$ cat src/hdl/ata_pkg.sv
// Host-side definitions of the ATA task file: word and register types,
// register addresses, supported command codes and status bit positions
package ata_pkg;

	////////////////////////////////////////
	// Types

	typedef logic [15:0] ata_word_t;       // Host data bus word
	typedef logic [2:0]  ata_reg_addr_t;   // Task file register select
	typedef logic [7:0]  ata_status_t;     // Status register byte

	////////////////////////////////////////
	// Register map

	localparam ata_reg_addr_t REG_DATA       = 3'd0;
	localparam ata_reg_addr_t REG_SECT_CNT   = 3'd2;
	localparam ata_reg_addr_t REG_SECT_NUM   = 3'd3;
	localparam ata_reg_addr_t REG_CYL_LO     = 3'd4;
	localparam ata_reg_addr_t REG_CYL_HI     = 3'd5;
	localparam ata_reg_addr_t REG_CMD_STATUS = 3'd7;   // Command on write, status on read

	////////////////////////////////////////
	// Commands

	localparam logic [7:0] CMD_READ_SECTORS  = 8'h20;
	localparam logic [7:0] CMD_WRITE_SECTORS = 8'h30;

	////////////////////////////////////////
	// Status bits

	localparam int ST_BUSY = 7;
	localparam int ST_DRDY = 6;
	localparam int ST_DRQ  = 3;
	localparam int ST_ERR  = 0;

endpackage

$ cat src/hdl/nand_pkg.sv
// Flash-side definitions: bus byte and address types, NAND opcodes,
// page geometry of the sector buffer and the sequencer states
package nand_pkg;

	////////////////////////////////////////
	// Types

	typedef logic [7:0]  nand_byte_t;   // Flash I/O bus byte
	typedef logic [31:0] nand_addr_t;   // Four address cycles, first cycle in [7:0]

	typedef enum logic {
		NOP_READ,
		NOP_PROGRAM
	} nand_op_t;

	////////////////////////////////////////
	// Opcodes and page size

	localparam nand_byte_t NAND_CMD_READ    = 8'h00;
	localparam nand_byte_t NAND_CMD_PROGRAM = 8'h80;
	localparam nand_byte_t NAND_CMD_CONFIRM = 8'h10;

	localparam int PAGE_WORDS = 8;
	localparam int PAGE_BYTES = 2 * PAGE_WORDS;
	localparam int BUF_PTR_W  = $clog2(PAGE_WORDS);

	////////////////////////////////////////
	// Sequencer states, named after the cycle on the pins

	typedef enum logic [3:0] {
		SEQ_IDLE,
		SEQ_CMD,         // we_n low, opcode on bus
		SEQ_CMD_HI,
		SEQ_ADDR,        // we_n low, address byte on bus
		SEQ_ADDR_HI,
		SEQ_WR,          // we_n low, data byte on bus
		SEQ_WR_HI,
		SEQ_CONF,        // we_n low, program confirm on bus
		SEQ_CONF_HI,
		SEQ_WAIT_LO,
		SEQ_WAIT_HI,
		SEQ_RD,          // re_n low, flash drives bus
		SEQ_RD_HI
	} seq_state_t;

endpackage

$ cat src/hdl/bridge_ifs.sv
// Internal channels of the bridge: command handoff from the task file to the
// sequencer, and the push/pop ports of the shared sector buffer
`timescale 1ns/100ps

interface nand_cmd_if import nand_pkg::*; ();
	logic       start;   // One-cycle pulse, sequencer idle
	nand_op_t   op;
	nand_addr_t addr;
	logic       done;    // One pulse per start

	modport tf  (output start, output op, output addr, input done);
	modport seq (input start, input op, input addr, output done);
endinterface

interface buf_if import ata_pkg::*; ();
	logic      host_push;
	ata_word_t host_push_data;
	logic      host_pop;
	logic      nand_push;
	ata_word_t nand_push_data;
	logic      nand_pop;
	ata_word_t pop_data;     // Head word, valid while not empty
	logic      full;
	logic      empty;

	modport host_side (output host_push, output host_push_data, output host_pop,
		input pop_data);
	modport nand_side (output nand_push, output nand_push_data, output nand_pop,
		input pop_data, input full, input empty);
	modport store (input host_push, input host_push_data, input host_pop,
		input nand_push, input nand_push_data, input nand_pop,
		output pop_data, output full, output empty);
endinterface

$ cat src/hdl/ata_task_file.sv
// Host register file: address registers, command decode, status, drq and intrq
// Data register accesses are routed to the sector buffer while drq is set
`timescale 1ns/100ps

module ata_task_file
	import ata_pkg::*;
	import nand_pkg::*;
(
	input  logic          clk,
	input  logic          rst_n,
	input  logic          host_cs_i,
	input  logic          host_wr_i,
	input  logic          host_rd_i,
	input  ata_reg_addr_t host_addr_i,
	input  ata_word_t     host_data_i,
	output ata_word_t     host_data_o,
	output logic          host_data_oe_o,
	output logic          host_intrq_o,
	nand_cmd_if.tf        cmd,
	buf_if.host_side      sbuf
);

	logic                 wr_stb;
	logic                 rd_stb;
	logic                 busy;
	logic                 drq;
	logic                 err;
	logic                 intrq;
	logic                 start_q;
	nand_op_t             op_q;
	nand_addr_t           addr_q;
	logic [BUF_PTR_W-1:0] word_cnt;
	logic                 last_word;
	logic                 data_push;
	logic                 data_pop;
	ata_status_t          status;

	assign wr_stb    = host_cs_i & host_wr_i;
	assign rd_stb    = host_cs_i & host_rd_i;
	assign data_push = wr_stb && host_addr_i == REG_DATA && drq && op_q == NOP_PROGRAM;
	assign data_pop  = rd_stb && host_addr_i == REG_DATA && drq && op_q == NOP_READ;
	assign last_word = int'(word_cnt) == PAGE_WORDS - 1;

	always_comb begin
		status          = '0;
		status[ST_BUSY] = busy;
		status[ST_DRDY] = ~busy;
		status[ST_DRQ]  = drq;
		status[ST_ERR]  = err;
	end

	always_ff @(posedge clk or negedge rst_n) begin
		if (!rst_n) begin
			busy           <= 1'b0;
			drq            <= 1'b0;
			err            <= 1'b0;
			intrq          <= 1'b0;
			start_q        <= 1'b0;
			op_q           <= NOP_READ;
			addr_q         <= '0;
			word_cnt       <= '0;
			host_data_oe_o <= 1'b0;
		end else begin
			start_q        <= 1'b0;
			host_data_oe_o <= rd_stb;
			if (rd_stb && host_addr_i == REG_CMD_STATUS)
				intrq <= 1'b0;   // Status read acknowledges
			if (wr_stb && !busy && !drq) begin
				case (host_addr_i)
					REG_SECT_CNT: addr_q[7:0]   <= host_data_i[7:0];
					REG_SECT_NUM: addr_q[15:8]  <= host_data_i[7:0];
					REG_CYL_LO:   addr_q[23:16] <= host_data_i[7:0];
					REG_CYL_HI:   addr_q[31:24] <= host_data_i[7:0];
					REG_CMD_STATUS: begin
						err      <= 1'b0;
						word_cnt <= '0;
						if (host_data_i[7:0] == CMD_READ_SECTORS) begin
							op_q    <= NOP_READ;
							busy    <= 1'b1;
							start_q <= 1'b1;
						end else if (host_data_i[7:0] == CMD_WRITE_SECTORS) begin
							op_q <= NOP_PROGRAM;
							drq  <= 1'b1;   // Host fills the buffer first
						end else begin
							err   <= 1'b1;
							intrq <= 1'b1;
						end
					end
					default: ;
				endcase
			end
			if (data_push || data_pop) begin
				word_cnt <= word_cnt + 1'b1;
				if (last_word) begin
					drq <= 1'b0;
					if (data_push) begin
						busy    <= 1'b1;   // Page complete, hand to flash
						start_q <= 1'b1;
					end
				end
			end
			if (cmd.done) begin
				busy     <= 1'b0;
				intrq    <= 1'b1;
				word_cnt <= '0;
				drq      <= op_q == NOP_READ;
			end
		end
	end

	// Read data register, valid the cycle after the strobe
	always_ff @(posedge clk) begin
		if (rd_stb) begin
			case (host_addr_i)
				REG_DATA:       host_data_o <= data_pop ? sbuf.pop_data : '0;
				REG_SECT_CNT:   host_data_o <= ata_word_t'(addr_q[7:0]);
				REG_SECT_NUM:   host_data_o <= ata_word_t'(addr_q[15:8]);
				REG_CYL_LO:     host_data_o <= ata_word_t'(addr_q[23:16]);
				REG_CYL_HI:     host_data_o <= ata_word_t'(addr_q[31:24]);
				REG_CMD_STATUS: host_data_o <= ata_word_t'(status);
				default:        host_data_o <= '0;
			endcase
		end
	end

	assign host_intrq_o        = intrq;
	assign cmd.start           = start_q;
	assign cmd.op              = op_q;
	assign cmd.addr            = addr_q;
	assign sbuf.host_push      = data_push;
	assign sbuf.host_push_data = host_data_i;
	assign sbuf.host_pop       = data_pop;

endmodule

$ cat src/hdl/sector_buffer.sv
// One-page word FIFO between host and flash; one side fills it, the other drains it
`timescale 1ns/100ps

module sector_buffer
	import ata_pkg::*;
	import nand_pkg::*;
(
	input logic   clk,
	input logic   rst_n,
	buf_if.store  sbuf
);

	ata_word_t            mem [PAGE_WORDS];
	logic [BUF_PTR_W-1:0] wr_ptr;
	logic [BUF_PTR_W-1:0] rd_ptr;
	logic [BUF_PTR_W:0]   count;
	logic                 push;
	logic                 pop;
	ata_word_t            push_data;

	// Only one side is active at a time
	assign push      = (sbuf.host_push | sbuf.nand_push) & ~sbuf.full;
	assign pop       = (sbuf.host_pop | sbuf.nand_pop) & ~sbuf.empty;
	assign push_data = sbuf.host_push ? sbuf.host_push_data : sbuf.nand_push_data;

	always_ff @(posedge clk or negedge rst_n) begin
		if (!rst_n) begin
			wr_ptr <= '0;
			rd_ptr <= '0;
			count  <= '0;
		end else begin
			if (push)
				wr_ptr <= (int'(wr_ptr) == PAGE_WORDS - 1) ? '0 : wr_ptr + 1'b1;
			if (pop)
				rd_ptr <= (int'(rd_ptr) == PAGE_WORDS - 1) ? '0 : rd_ptr + 1'b1;
			case ({push, pop})
				2'b10:   count <= count + 1'b1;
				2'b01:   count <= count - 1'b1;
				default: ;
			endcase
		end
	end

	always_ff @(posedge clk) begin
		if (push)
			mem[wr_ptr] <= push_data;
	end

	assign sbuf.pop_data = mem[rd_ptr];   // Head word, pop advances it
	assign sbuf.full     = int'(count) == PAGE_WORDS;
	assign sbuf.empty    = count == '0;

endmodule

$ cat src/hdl/nand_sequencer.sv
// NAND bus sequencer: command, four address cycles, page data and ready/busy wait
// All flash pins come straight from flops; one done pulse per start
`timescale 1ns/100ps

module nand_sequencer
	import nand_pkg::*;
(
	input  logic       clk,
	input  logic       rst_n,
	nand_cmd_if.seq    cmd,
	buf_if.nand_side   sbuf,
	input  nand_byte_t nand_io_i,
	input  logic       nand_rb_i,
	output nand_byte_t nand_io_o,
	output logic       nand_io_oe_o,
	output logic       nand_ale_o,
	output logic       nand_cle_o,
	output logic       nand_ce_n_o,
	output logic       nand_re_n_o,
	output logic       nand_we_n_o
);

	seq_state_t         state;
	logic [BUF_PTR_W:0] byte_cnt;   // Address index, then page byte index
	logic               done_q;
	nand_byte_t         io_q;
	nand_byte_t         lo_q;
	logic               io_oe_q;
	logic               ale_q;
	logic               cle_q;
	logic               ce_n_q;
	logic               re_n_q;
	logic               we_n_q;

	always_ff @(posedge clk or negedge rst_n) begin
		if (!rst_n) begin
			state    <= SEQ_IDLE;
			byte_cnt <= '0;
			done_q   <= 1'b0;
			io_q     <= '0;
			io_oe_q  <= 1'b0;
			ale_q    <= 1'b0;
			cle_q    <= 1'b0;
			ce_n_q   <= 1'b1;
			re_n_q   <= 1'b1;
			we_n_q   <= 1'b1;
		end else begin
			done_q <= 1'b0;
			case (state)
				SEQ_IDLE: begin
					if (cmd.start) begin
						ce_n_q  <= 1'b0;
						cle_q   <= 1'b1;
						we_n_q  <= 1'b0;
						io_oe_q <= 1'b1;
						io_q    <= (cmd.op == NOP_READ) ? NAND_CMD_READ : NAND_CMD_PROGRAM;
						state   <= SEQ_CMD;
					end
				end
				SEQ_CMD: begin
					we_n_q <= 1'b1;   // Opcode latched on rising we_n
					state  <= SEQ_CMD_HI;
				end
				SEQ_CMD_HI: begin
					cle_q    <= 1'b0;
					ale_q    <= 1'b1;
					we_n_q   <= 1'b0;
					io_q     <= cmd.addr[7:0];
					byte_cnt <= '0;
					state    <= SEQ_ADDR;
				end
				SEQ_ADDR: begin
					we_n_q <= 1'b1;
					state  <= SEQ_ADDR_HI;
				end
				SEQ_ADDR_HI: begin
					if (byte_cnt[1:0] != 2'd3) begin
						byte_cnt <= byte_cnt + 1'b1;
						we_n_q   <= 1'b0;
						io_q     <= cmd.addr[8 * (byte_cnt[1:0] + 1) +: 8];
						state    <= SEQ_ADDR;
					end else if (cmd.op == NOP_READ) begin
						ale_q   <= 1'b0;
						io_oe_q <= 1'b0;   // Release bus for the flash
						state   <= SEQ_WAIT_LO;
					end else begin
						ale_q    <= 1'b0;
						we_n_q   <= 1'b0;
						byte_cnt <= '0;
						io_q     <= sbuf.pop_data[7:0];
						state    <= SEQ_WR;
					end
				end

				////////////////////////////////////////
				// Program data and confirm
				SEQ_WR: begin
					we_n_q <= 1'b1;
					state  <= SEQ_WR_HI;
				end
				SEQ_WR_HI: begin
					if (byte_cnt[0] && sbuf.empty) begin
						cle_q  <= 1'b1;
						we_n_q <= 1'b0;
						io_q   <= NAND_CMD_CONFIRM;
						state  <= SEQ_CONF;
					end else begin
						byte_cnt <= byte_cnt + 1'b1;
						we_n_q   <= 1'b0;
						io_q     <= byte_cnt[0] ? sbuf.pop_data[7:0] : sbuf.pop_data[15:8];
						state    <= SEQ_WR;
					end
				end
				SEQ_CONF: begin
					we_n_q <= 1'b1;
					state  <= SEQ_CONF_HI;
				end
				SEQ_CONF_HI: begin
					cle_q   <= 1'b0;
					io_oe_q <= 1'b0;
					state   <= SEQ_WAIT_LO;
				end

				////////////////////////////////////////
				// Ready/busy and page read
				SEQ_WAIT_LO: begin
					if (!nand_rb_i)
						state <= SEQ_WAIT_HI;
				end
				SEQ_WAIT_HI: begin
					if (nand_rb_i) begin
						byte_cnt <= '0;
						if (cmd.op == NOP_READ) begin
							re_n_q <= 1'b0;
							state  <= SEQ_RD;
						end else begin
							ce_n_q <= 1'b1;
							done_q <= 1'b1;
							state  <= SEQ_IDLE;
						end
					end
				end
				SEQ_RD: begin
					re_n_q <= 1'b1;   // Byte sampled on this edge
					state  <= SEQ_RD_HI;
				end
				SEQ_RD_HI: begin
					if (int'(byte_cnt) != PAGE_BYTES - 1) begin
						byte_cnt <= byte_cnt + 1'b1;
						re_n_q   <= 1'b0;
						state    <= SEQ_RD;
					end else if (sbuf.full) begin
						ce_n_q <= 1'b1;
						done_q <= 1'b1;
						state  <= SEQ_IDLE;
					end
				end
				default: state <= SEQ_IDLE;
			endcase
		end
	end

	// Even bytes wait here for their high partner
	always_ff @(posedge clk) begin
		if (state == SEQ_RD && !byte_cnt[0])
			lo_q <= nand_io_i;
	end

	assign sbuf.nand_push      = state == SEQ_RD && byte_cnt[0];
	assign sbuf.nand_push_data = {nand_io_i, lo_q};
	assign sbuf.nand_pop       = state == SEQ_WR && byte_cnt[0];   // High byte already on bus
	assign cmd.done            = done_q;

	assign nand_io_o    = io_q;
	assign nand_io_oe_o = io_oe_q;
	assign nand_ale_o   = ale_q;
	assign nand_cle_o   = cle_q;
	assign nand_ce_n_o  = ce_n_q;
	assign nand_re_n_o  = re_n_q;
	assign nand_we_n_o  = we_n_q;

endmodule

$ cat src/hdl/ide_nand_bridge.sv
// Top level of the ATA-to-NAND bridge: host task file, sector buffer and
// NAND sequencer joined by the command and buffer channels
`timescale 1ns/100ps

module ide_nand_bridge
	import ata_pkg::*;
	import nand_pkg::*;
(
	input  logic          clk,
	input  logic          rst_n,
	// Host port
	input  logic          host_cs_i,
	input  logic          host_wr_i,
	input  logic          host_rd_i,
	input  ata_reg_addr_t host_addr_i,
	input  ata_word_t     host_data_i,
	output ata_word_t     host_data_o,
	output logic          host_data_oe_o,
	output logic          host_intrq_o,
	// Flash port
	input  nand_byte_t    nand_io_i,
	input  logic          nand_rb_i,
	output nand_byte_t    nand_io_o,
	output logic          nand_io_oe_o,
	output logic          nand_ale_o,
	output logic          nand_cle_o,
	output logic          nand_ce_n_o,
	output logic          nand_re_n_o,
	output logic          nand_we_n_o
);

	nand_cmd_if cmd_ch ();
	buf_if      buf_ch ();

	ata_task_file u_task_file (
		.clk            (clk),
		.rst_n          (rst_n),
		.host_cs_i      (host_cs_i),
		.host_wr_i      (host_wr_i),
		.host_rd_i      (host_rd_i),
		.host_addr_i    (host_addr_i),
		.host_data_i    (host_data_i),
		.host_data_o    (host_data_o),
		.host_data_oe_o (host_data_oe_o),
		.host_intrq_o   (host_intrq_o),
		.cmd            (cmd_ch.tf),
		.sbuf           (buf_ch.host_side)
	);

	sector_buffer u_buffer (
		.clk   (clk),
		.rst_n (rst_n),
		.sbuf  (buf_ch.store)
	);

	nand_sequencer u_sequencer (
		.clk          (clk),
		.rst_n        (rst_n),
		.cmd          (cmd_ch.seq),
		.sbuf         (buf_ch.nand_side),
		.nand_io_i    (nand_io_i),
		.nand_rb_i    (nand_rb_i),
		.nand_io_o    (nand_io_o),
		.nand_io_oe_o (nand_io_oe_o),
		.nand_ale_o   (nand_ale_o),
		.nand_cle_o   (nand_cle_o),
		.nand_ce_n_o  (nand_ce_n_o),
		.nand_re_n_o  (nand_re_n_o),
		.nand_we_n_o  (nand_we_n_o)
	);

endmodule

$ cat config.mk
export PLATFORM = sky130hd
export DESIGN_NAME = ide_nand_bridge
export DESIGN_NICKNAME = d
export VERILOG_FILES = /design/src/hdl/ata_pkg.sv /design/src/hdl/nand_pkg.sv /design/src/hdl/bridge_ifs.sv /design/src/hdl/ata_task_file.sv /design/src/hdl/sector_buffer.sv /design/src/hdl/nand_sequencer.sv /design/src/hdl/ide_nand_bridge.sv
export SDC_FILE = /design/constraint.sdc
export NUM_CORES = 1
export LEC_CHECK = 0
export BUFFER_PORTS_ARGS = -buffer_cell sky130_fd_sc_hd__buf_2
export CAP_MARGIN = 10
export CORE_UTILIZATION = 50
export DETAILED_ROUTE_END_ITERATION = 8
export GPL_TIMING_DRIVEN = 0
export PLACE_DENSITY = 0.76
export SETUP_SLACK_MARGIN = 0.2
export SLEW_MARGIN = 15
export SYNTH_ARGS = -nofsm -noshare
export SYNTH_HDL_FRONTEND = slang
export SYNTH_HIERARCHICAL = 1
export SYNTH_SLANG_ARGS = --single-unit
$ cat constraint.sdc
create_clock -name clk -period 6.6 [get_ports clk]
set_clock_uncertainty 0.2 [all_clocks]
set_input_delay 0.99 -clock clk [delete_from_list [all_inputs] [get_ports clk]]
set_output_delay 0.99 -clock clk [all_outputs]
set_load 0.01 [all_outputs]
==> results of run 1 <==
[final cells by class]
cell class | instances | area (sq um)
Fill cell | 1586 | 8740
Sequential cell | 227 | 6440
Multi-Input combinational cell | 419 | 4020
Clock buffer | 27 | 612
Buffer | 63 | 458
Timing Repair Buffer | 69 | 424
Tap cell | 275 | 344
Clock inverter | 15 | 159
Inverter | 22 | 82.6
[per-stage QoR]
stage / hold WS [ps] / util / instances / area, sq um / total power (W)
6_report: 171 / 0.589 / 1117 / 12500 / 0.00421
5_1_grt: 188 / 0.589 / 1117 / 12500 / 0.00438
4_1_cts: 175 / 0.589 / 1117 / 12500 / 0.00421
3_5_place_dp: 301 / 0.553 / 1075 / 11800 / 0.00290
3_3_place_gp: 283 / 0.544 / 1061 / 11600 / 0.00287
2_1_floorplan: 258 / - / 731 / 11000 / 0.00253
[critical path, stage by stage (launching register included)]
cell	delay, ps
dfrtp_1	490
buf_2	320
buf_1	580
nand2_1	110
nor3_1	170
nor2_1	110
nor2_1	230
ha_1	370
ha_1	340
or4b_2	670
o311ai_0	120
o211ai_1	120
[cells in the mapped netlist (4+ instances only)]
cell type    n
a21oi_1     12
nand4_1      5
mux2_2      60
mux2_4       8
nor3_1      13
mux4_2       6
nor2b_1      9
buf_6       11
ha_1        11
nor3b_1      4
a222oi_1     6
o221ai_1    10
nand2b_1    14
o21ai_0     22
mux2_1       6
a221o_1      4
nand3_2      5
mux4_1      26
buf_4       28
buf_2       14
dfrtp_1     72
a221oi_1     4
edfxtp_1   152
clkbuf_1     8
mux2i_1     23
nor2_1      31
and2_1      17
nand3_1     12
inv_1       22
nand2_1     23
[layer usage]
layer	GRT usage	up-vias	wire length, um	part of all wire
li1	-	3043	-	-
met1	0.339	3429	10800	0.42
met2	0.379	338	12400	0.48
met3	0.0421	41	2080	0.080
met4	0.0742	0	652	0.025
met5	0	-	0	0
[worst paths after layout]
kind	start	end	cells after the start
setup / recovery	u_sequencer/byte_cnt[0]$_DFFE_PN0P_	u_buffer/count[3]$_DFFE_PN0P_	11
hold / removal	rst_n	u_sequencer/nand_io_oe_o$_DFFE_PN0P_	1
setup reg to reg	u_sequencer/byte_cnt[0]$_DFFE_PN0P_	u_buffer/count[3]$_DFFE_PN0P_	11
hold reg to reg	u_sequencer/nand_we_n_o$_DFFE_PN1P_	u_sequencer/nand_we_n_o$_DFFE_PN1P_	2
max in group asynchronous	rst_n	u_sequencer/nand_re_n_o$_DFFE_PN1P_	2
min in group clk	u_sequencer/nand_we_n_o$_DFFE_PN1P_	u_sequencer/nand_we_n_o$_DFFE_PN1P_	2
[cells by family after synthesis]
kind of cell / Yosys count / share of synthesized area
and+or+nand+nor: 169 / 0.0980
muxes: 129 / 0.174
buffers and inverters: 85 / 0.0493
DFF: 227 / 0.588
AOI/OAI and AO/OA: 106 / 0.0740
adders and majority gates: 12 / 0.0144
xor gates and xnor gates: 3 / 0.00240
[power breakdown]
group | total, W | internal (W) | leakage (nW) | switching, W
registers | 0.00168 | 0.00161 | 2.38 | 0.0000672
clock network | 0.00133 | 0.000783 | 0.378 | 0.000543
logic | 0.00120 | 0.000522 | 2.06 | 0.000677
[sequential cells by signal, summed over array words and instances (netlist names), 3 cells and up]
name                     flops
u_task_file/cmd.addr        32
u_buffer/mem               128
u_sequencer/byte_cnt         4
u_sequencer/lo_q             8
u_buffer/count               4
u_buffer/wr_ptr              3
u_buffer/rd_ptr              3
u_sequencer/nand_io_o        8
u_task_file/word_cnt         3
u_sequencer/state            4
u_task_file/host_data_o     16
==> qor.tcl, run 1 <==
set qor(route.final.wire_length_um) 25900
set qor(place_worst_setup_slack_ps) 2150
set qor(grt_pass1_vias) 6755
set qor(hold_viol) 0
set qor(vias) 6851
set qor(layout.cells.most_common_list) {edfxtp_1 (152), dfrtp_1 (72), buf_2 (70)}
set qor(wl_per_cell_um) 23.2
set qor(htree_levels) 1
set qor(post_synth_inst_count) 731
set qor(clkSlewWorstSetupHoldPaths_ps) 70
set qor(congestion_overflow_gr) 0
set qor(number_of_post_cts_setup_repair_buffers) 0
set qor(p_leak_nw) 4.82
set qor(mappedNetlistArea_sq_um) 11000
set qor(most_used_dff_post_synth) {edfxtp_1}
set qor(worst_pin_slew_ps) 933
set qor(tritoncts.num_buffers) 24
set qor(gp_congestion) 0.916
set qor(floorplan.core_area_sq_um) 21300
set qor(final_common_cell) {edfxtp_1}
set qor(die-width_um) 150
set qor(yosys_register_bits) 227
set qor(place.port_buffers) 55
set qor(irDropWorstVdd_mv) 0.240
set qor(drt-pass1-iter-count) 5
set qor(antenna_found_initial) 0
set qor(final_net_count) 871
set qor(synth_area_per_cell_sq_um) 15.0
set qor(drt_iter0_drc) 612
set qor(layout_setup_ws_ps) 2620
set qor(post_synth_num_cell_types) 89
set qor(final_antenna_net_count) 0
set qor(max-clock-path-buffers) 3
set qor(clock-root-buffer) {clkbuf_16}
set qor(area_growth_pct) 14.4
set qor(clock_sinks) 227
set qor(timing.critical_path.fanout_max) 10
set qor(worst_skew_pair.late_latency_ps) 510
set qor(netlist_top_cells_area) {edfxtp_1 (42%), dfrtp_1 (16%), mux4_1 (6.2%), mux2_2 (6.2%), mux2i_1 (2.1%)}
set qor(ioPinCount) 65
set qor(tritoncts) {yes}
set qor(period_minus_slack_ps) 3980
set qor(max_freq_ghz) 0.251
set qor(ff2ff_setup_slack_ps) 2620
set qor(maximum_number_of_pins_on_one_net_before_global_route_repair) 55
set qor(dieArea_sq_um) 22500
set qor(finalSetupViolations) 0
set qor(cts_resized) 0
set qor(initial_core_util) 0.515
set qor(fin_tns_setup_ps) 0
set qor(final.period_utilization) 0.604
set qor(cp-end-kind) {flip-flop}
set qor(portion_of_the_post_synthesis_area_used_by_sequential_elements) 0.588
set qor(final_layout_size_suffix_gt1_frac) 0.322
set qor(die_height_um) 150
set qor(synth_top_cell_area_share) 0.416
set qor(drc) 0
set qor(yosys.area.top_type) {edfxtp_1}
set qor(timing.hold.worst.class) {primary input to asynchronous set/reset pin}
set qor(synth_nets) 776
set qor(yosys_warnings) 6
set qor(postCtsHoldBufs) 0
set qor(rsz_0062_raised_after_global_routing) {false}
set qor(worstSetupPathType) {flip-flop to flip-flop}
set qor(max_slew_margin) 0.377
set qor(first_pass_grt_wire_length_um) 39800
set qor(data_required_time_of_the_worst_path_ps) 6780
set qor(synth_edf_count) 152
set qor(via_density_per_instance) 6.13
set qor(track_usage) 0.240
set qor(crit_path_start_kind) {flip-flop}
set qor(detailedPlacementHpwl_um) 18100
set qor(max_slew_vio_count) 0
set qor(worst_ep_arrival_time_ps) 4170
set qor(power.density_cell_area_nw_per_um2) 335
set qor(drv.max_cap_violation_count) 0
set qor(async_reset_ff_frac) 0.330
set qor(antenna_cells) 0
set qor(fp-row-count) 53
set qor(run_status) {finished clean}
No activity file was read; power rests on OpenSTA's default activity.
==> run 2, diff against run 1 <==
- clock period: 6.6 -> 3.9 ns (I/O delays scaled with it)
==> run 2 against run 1 <==
  * Hold slack worse by 120 ps
  * Die area unchanged
  * Register-to-register slack got worse by 2200 ps
  * Critical path type unchanged
  * Critical endpoint unchanged
  * Largest power group unchanged
==> qor.tcl, run 2 (synthesis results as in run 1) <==
set qor(grt_pass1_vias) 6878 ;# +1.8%
set qor(drt_iter0_drc) 542 ;# -11%
set qor(maximum_number_of_pins_on_one_net_before_global_route_repair) 57 ;# +3.6%
set qor(antenna_found_initial) 0 ;# unchanged
set qor(worst_hold_slack_ps) 55.8 ;# -116 ps
set qor(htree_levels) 1 ;# unchanged
set qor(finalSetupViolations) 0 ;# unchanged
set qor(max-clock-path-buffers) 3 ;# unchanged
set qor(worst_ep_arrival_time_ps) 3710 ;# -460 ps
set qor(track_usage) 0.238 ;# -0.00208
set qor(final_antenna_net_count) 0 ;# unchanged
set qor(period_minus_slack_ps) 3510 ;# -472 ps
set qor(via_density_per_instance) 6.17 ;# +0.59%
set qor(irDropWorstVdd_mv) 0.605 ;# +150%
set qor(drv.max_cap_violation_count) 0 ;# unchanged
set qor(hold_viol) 0 ;# unchanged
set qor(clock_sinks) 227 ;# unchanged
set qor(route.final.wire_length_um) 26100 ;# +0.51%
set qor(clock-root-buffer) {clkbuf_16}
set qor(worstReg2RegEnd) {u_buffer/count[3]$_DFFE_PN0P_}
set qor(sw_frac_of_total) 0.299 ;# -0.00696
set qor(worstSetupEndpoint) {u_buffer/count[3]$_DFFE_PN0P_}
set qor(run_status) {finished clean}
set qor(power_report.internal_total_w) 0.00516 ;# +77%
set qor(drt-pass1-iter-count) 7 ;# +2
set qor(cell_count_after_placement) 1073 ;# -0.19%
set qor(area_growth_pct) 15.6
set qor(power_frac_comb) 0.278 ;# -0.007
set qor(gp_congestion) 0.905 ;# -1.2%
set qor(p_switching_w) 0.00220 ;# +71%
set qor(layoutNonFillerInstCount) 1119 ;# +0.18%
set qor(place.port_buffers) 55 ;# unchanged
set qor(max_slew_vio_count) 0 ;# unchanged
set qor(clkSlewWorstSetupHoldPaths_ps) 60 ;# about the same
set qor(detailedPlacementHpwl_um) 17900 ;# -1.0%
set qor(largest_register_ff_count) 128 ;# unchanged
set qor(tritoncts) {yes}
set qor(final_common_cell) {edfxtp_1}
set qor(final_layout_size_suffix_gt1_frac) 0.326 ;# +0.00398
set qor(final.period_utilization) 0.901 ;# +0.297
set qor(seq_power_share) 0.387 ;# -0.013
set qor(place_worst_setup_slack_ps) -200 ;# -2350 ps
set qor(cp-end-kind) {flip-flop}
set qor(die_height_um) 150 ;# unchanged
set qor(ff2ff_setup_slack_ps) 390 ;# -2230 ps
set qor(max_slew_margin) 0.402 ;# +0.0246
set qor(drc) 0 ;# unchanged
set qor(r2r_cells) 9 ;# -2
set qor(timing.hold.worst.class) {primary input to flip-flop}
set qor(rsz_0062_raised_after_global_routing) {false}
set qor(data_required_time_of_the_worst_path_ps) 4090 ;# -2690 ps
set qor(worst_skew_pair.late_latency_ps) 520 ;# about the same
set qor(final_net_count) 872 ;# +0.11%
set qor(max_freq_ghz) 0.285 ;# +13%
set qor(clock_network_fraction_of_total_power) 0.336 ;# +0.021
set qor(ioPinCount) 65 ;# unchanged
set qor(timing.critical_path.fanout_max) 9 ;# -1
set qor(congestion_overflow_gr) 0 ;# unchanged
set qor(crit_path_start_kind) {flip-flop}
set qor(r2r_startpoint) {u_task_file/drq$_DFF_PN0_}
set qor(worst_setup_path_startpoint) {u_task_file/drq$_DFF_PN0_}
set qor(p_leak_nw) 4.86 ;# +0.86%
set qor(tritoncts.num_buffers) 24 ;# unchanged
set qor(power.density_cell_area_nw_per_um2) 581 ;# +73%
set qor(max_flop_register) {u_buffer/mem}
set qor(floorplan.core_area_sq_um) 21300 ;# unchanged
set qor(wl_per_cell_um) 23.3 ;# +0.33%
set qor(first_pass_grt_wire_length_um) 39800 ;# about the same
set qor(fin_tns_setup_ps) 0 ;# unchanged
set qor(layout.cells.most_common_list) {edfxtp_1 (152), dfrtp_1 (72), buf_2 (68)}
set qor(die-width_um) 150 ;# unchanged
set qor(dieArea_sq_um) 22500 ;# unchanged
set qor(fp-row-count) 53 ;# unchanged
set qor(worstSetupPathType) {flip-flop to flip-flop}
set qor(vias) 6904 ;# +0.77%
set qor(initial_core_util) 0.515 ;# unchanged
set qor(antenna_cells) 0 ;# unchanged
set qor(layout_setup_ws_ps) 388 ;# -2230 ps
set qor(worst_pin_slew_ps) 892 ;# -40.8 ps
-- run 2: repair_timing --
action,CTS,global route
hold buffers,1,0
pin swaps,0,1
gates resized for setup,1,5
setup endpoints to repair,1,1
setup buffers,1,1
endpoints found under the hold margin,16,0
-- run 2: layout make-up --
type,count,area (sq um)
sequential,227,6440
buffer,63,463
multi-input combinational,419,4040
tap,275,344
inverter,22,82.6
timing repair buffer,70,443
fill,1604,8610
clock inverter,12,196
clock buffer,31,668
-- run 2: per-stage QoR --
stage | utilization | instance area, sq um | total power (W)
4_1_cts | 0.595 | 12700 | 0.00737
2_1_floorplan | - | 11000 | 0.00428
6_report | 0.596 | 12700 | 0.00736
3_3_place_gp | 0.545 | 11600 | 0.00485
3_5_place_dp | 0.553 | 11800 | 0.00489
5_1_grt | 0.596 | 12700 | 0.00764
-- run 2: worst min-delay path by stage --
stage / from / endpoint / cells after the start
after floorplan: rst_n / u_buffer/count[0]$_DFFE_PN0P_ / 0
after global placement: u_task_file/host_intrq_o$_DFF_PN0_ / u_task_file/host_intrq_o$_DFF_PN0_ / 2
after detailed placement: rst_n / u_buffer/count[1]$_DFFE_PN0P_ / 1
after CTS: nand_io_i[0] / u_sequencer/lo_q[0]$_DFFE_PP_ / 1
after global routing: nand_io_i[0] / u_sequencer/lo_q[0]$_DFFE_PP_ / 1
final: nand_io_i[0] / u_sequencer/lo_q[0]$_DFFE_PP_ / 1
-- run 2: worst max-delay path, cell delays in order, from the launching register on --
cell,delay (ps)
dfrtp_1,470
nor4b_4,350
and4_1,290
buf_2,440
o21ai_4,110
ha_2,250
ha_1,360
or4b_2,670
o311ai_0,130
o211ai_1,120
-- run 2: power groups by stage --
stage / Combinational (W) / Sequential (W) / Clock (W)
after floorplan: 0.00139 / 0.00289 / 0
after global placement: 0.00197 / 0.00289 / 0
after detailed placement: 0.00200 / 0.00289 / 0
after CTS: 0.00201 / 0.00285 / 0.00251
after global routing: 0.00217 / 0.00287 / 0.00261
final: 0.00204 / 0.00285 / 0.00247
-- run 2: metal layers --
layer  up-vias  part of all wire  global-route usage  wire length [um]
met1      3522              0.43               0.332             11300
met2       274              0.48               0.385             12500
met3        60             0.057              0.0276              1480
met4         0             0.031              0.0843               815
li1       3048                 -                   -                 -
met5         -                 0                   0                 0
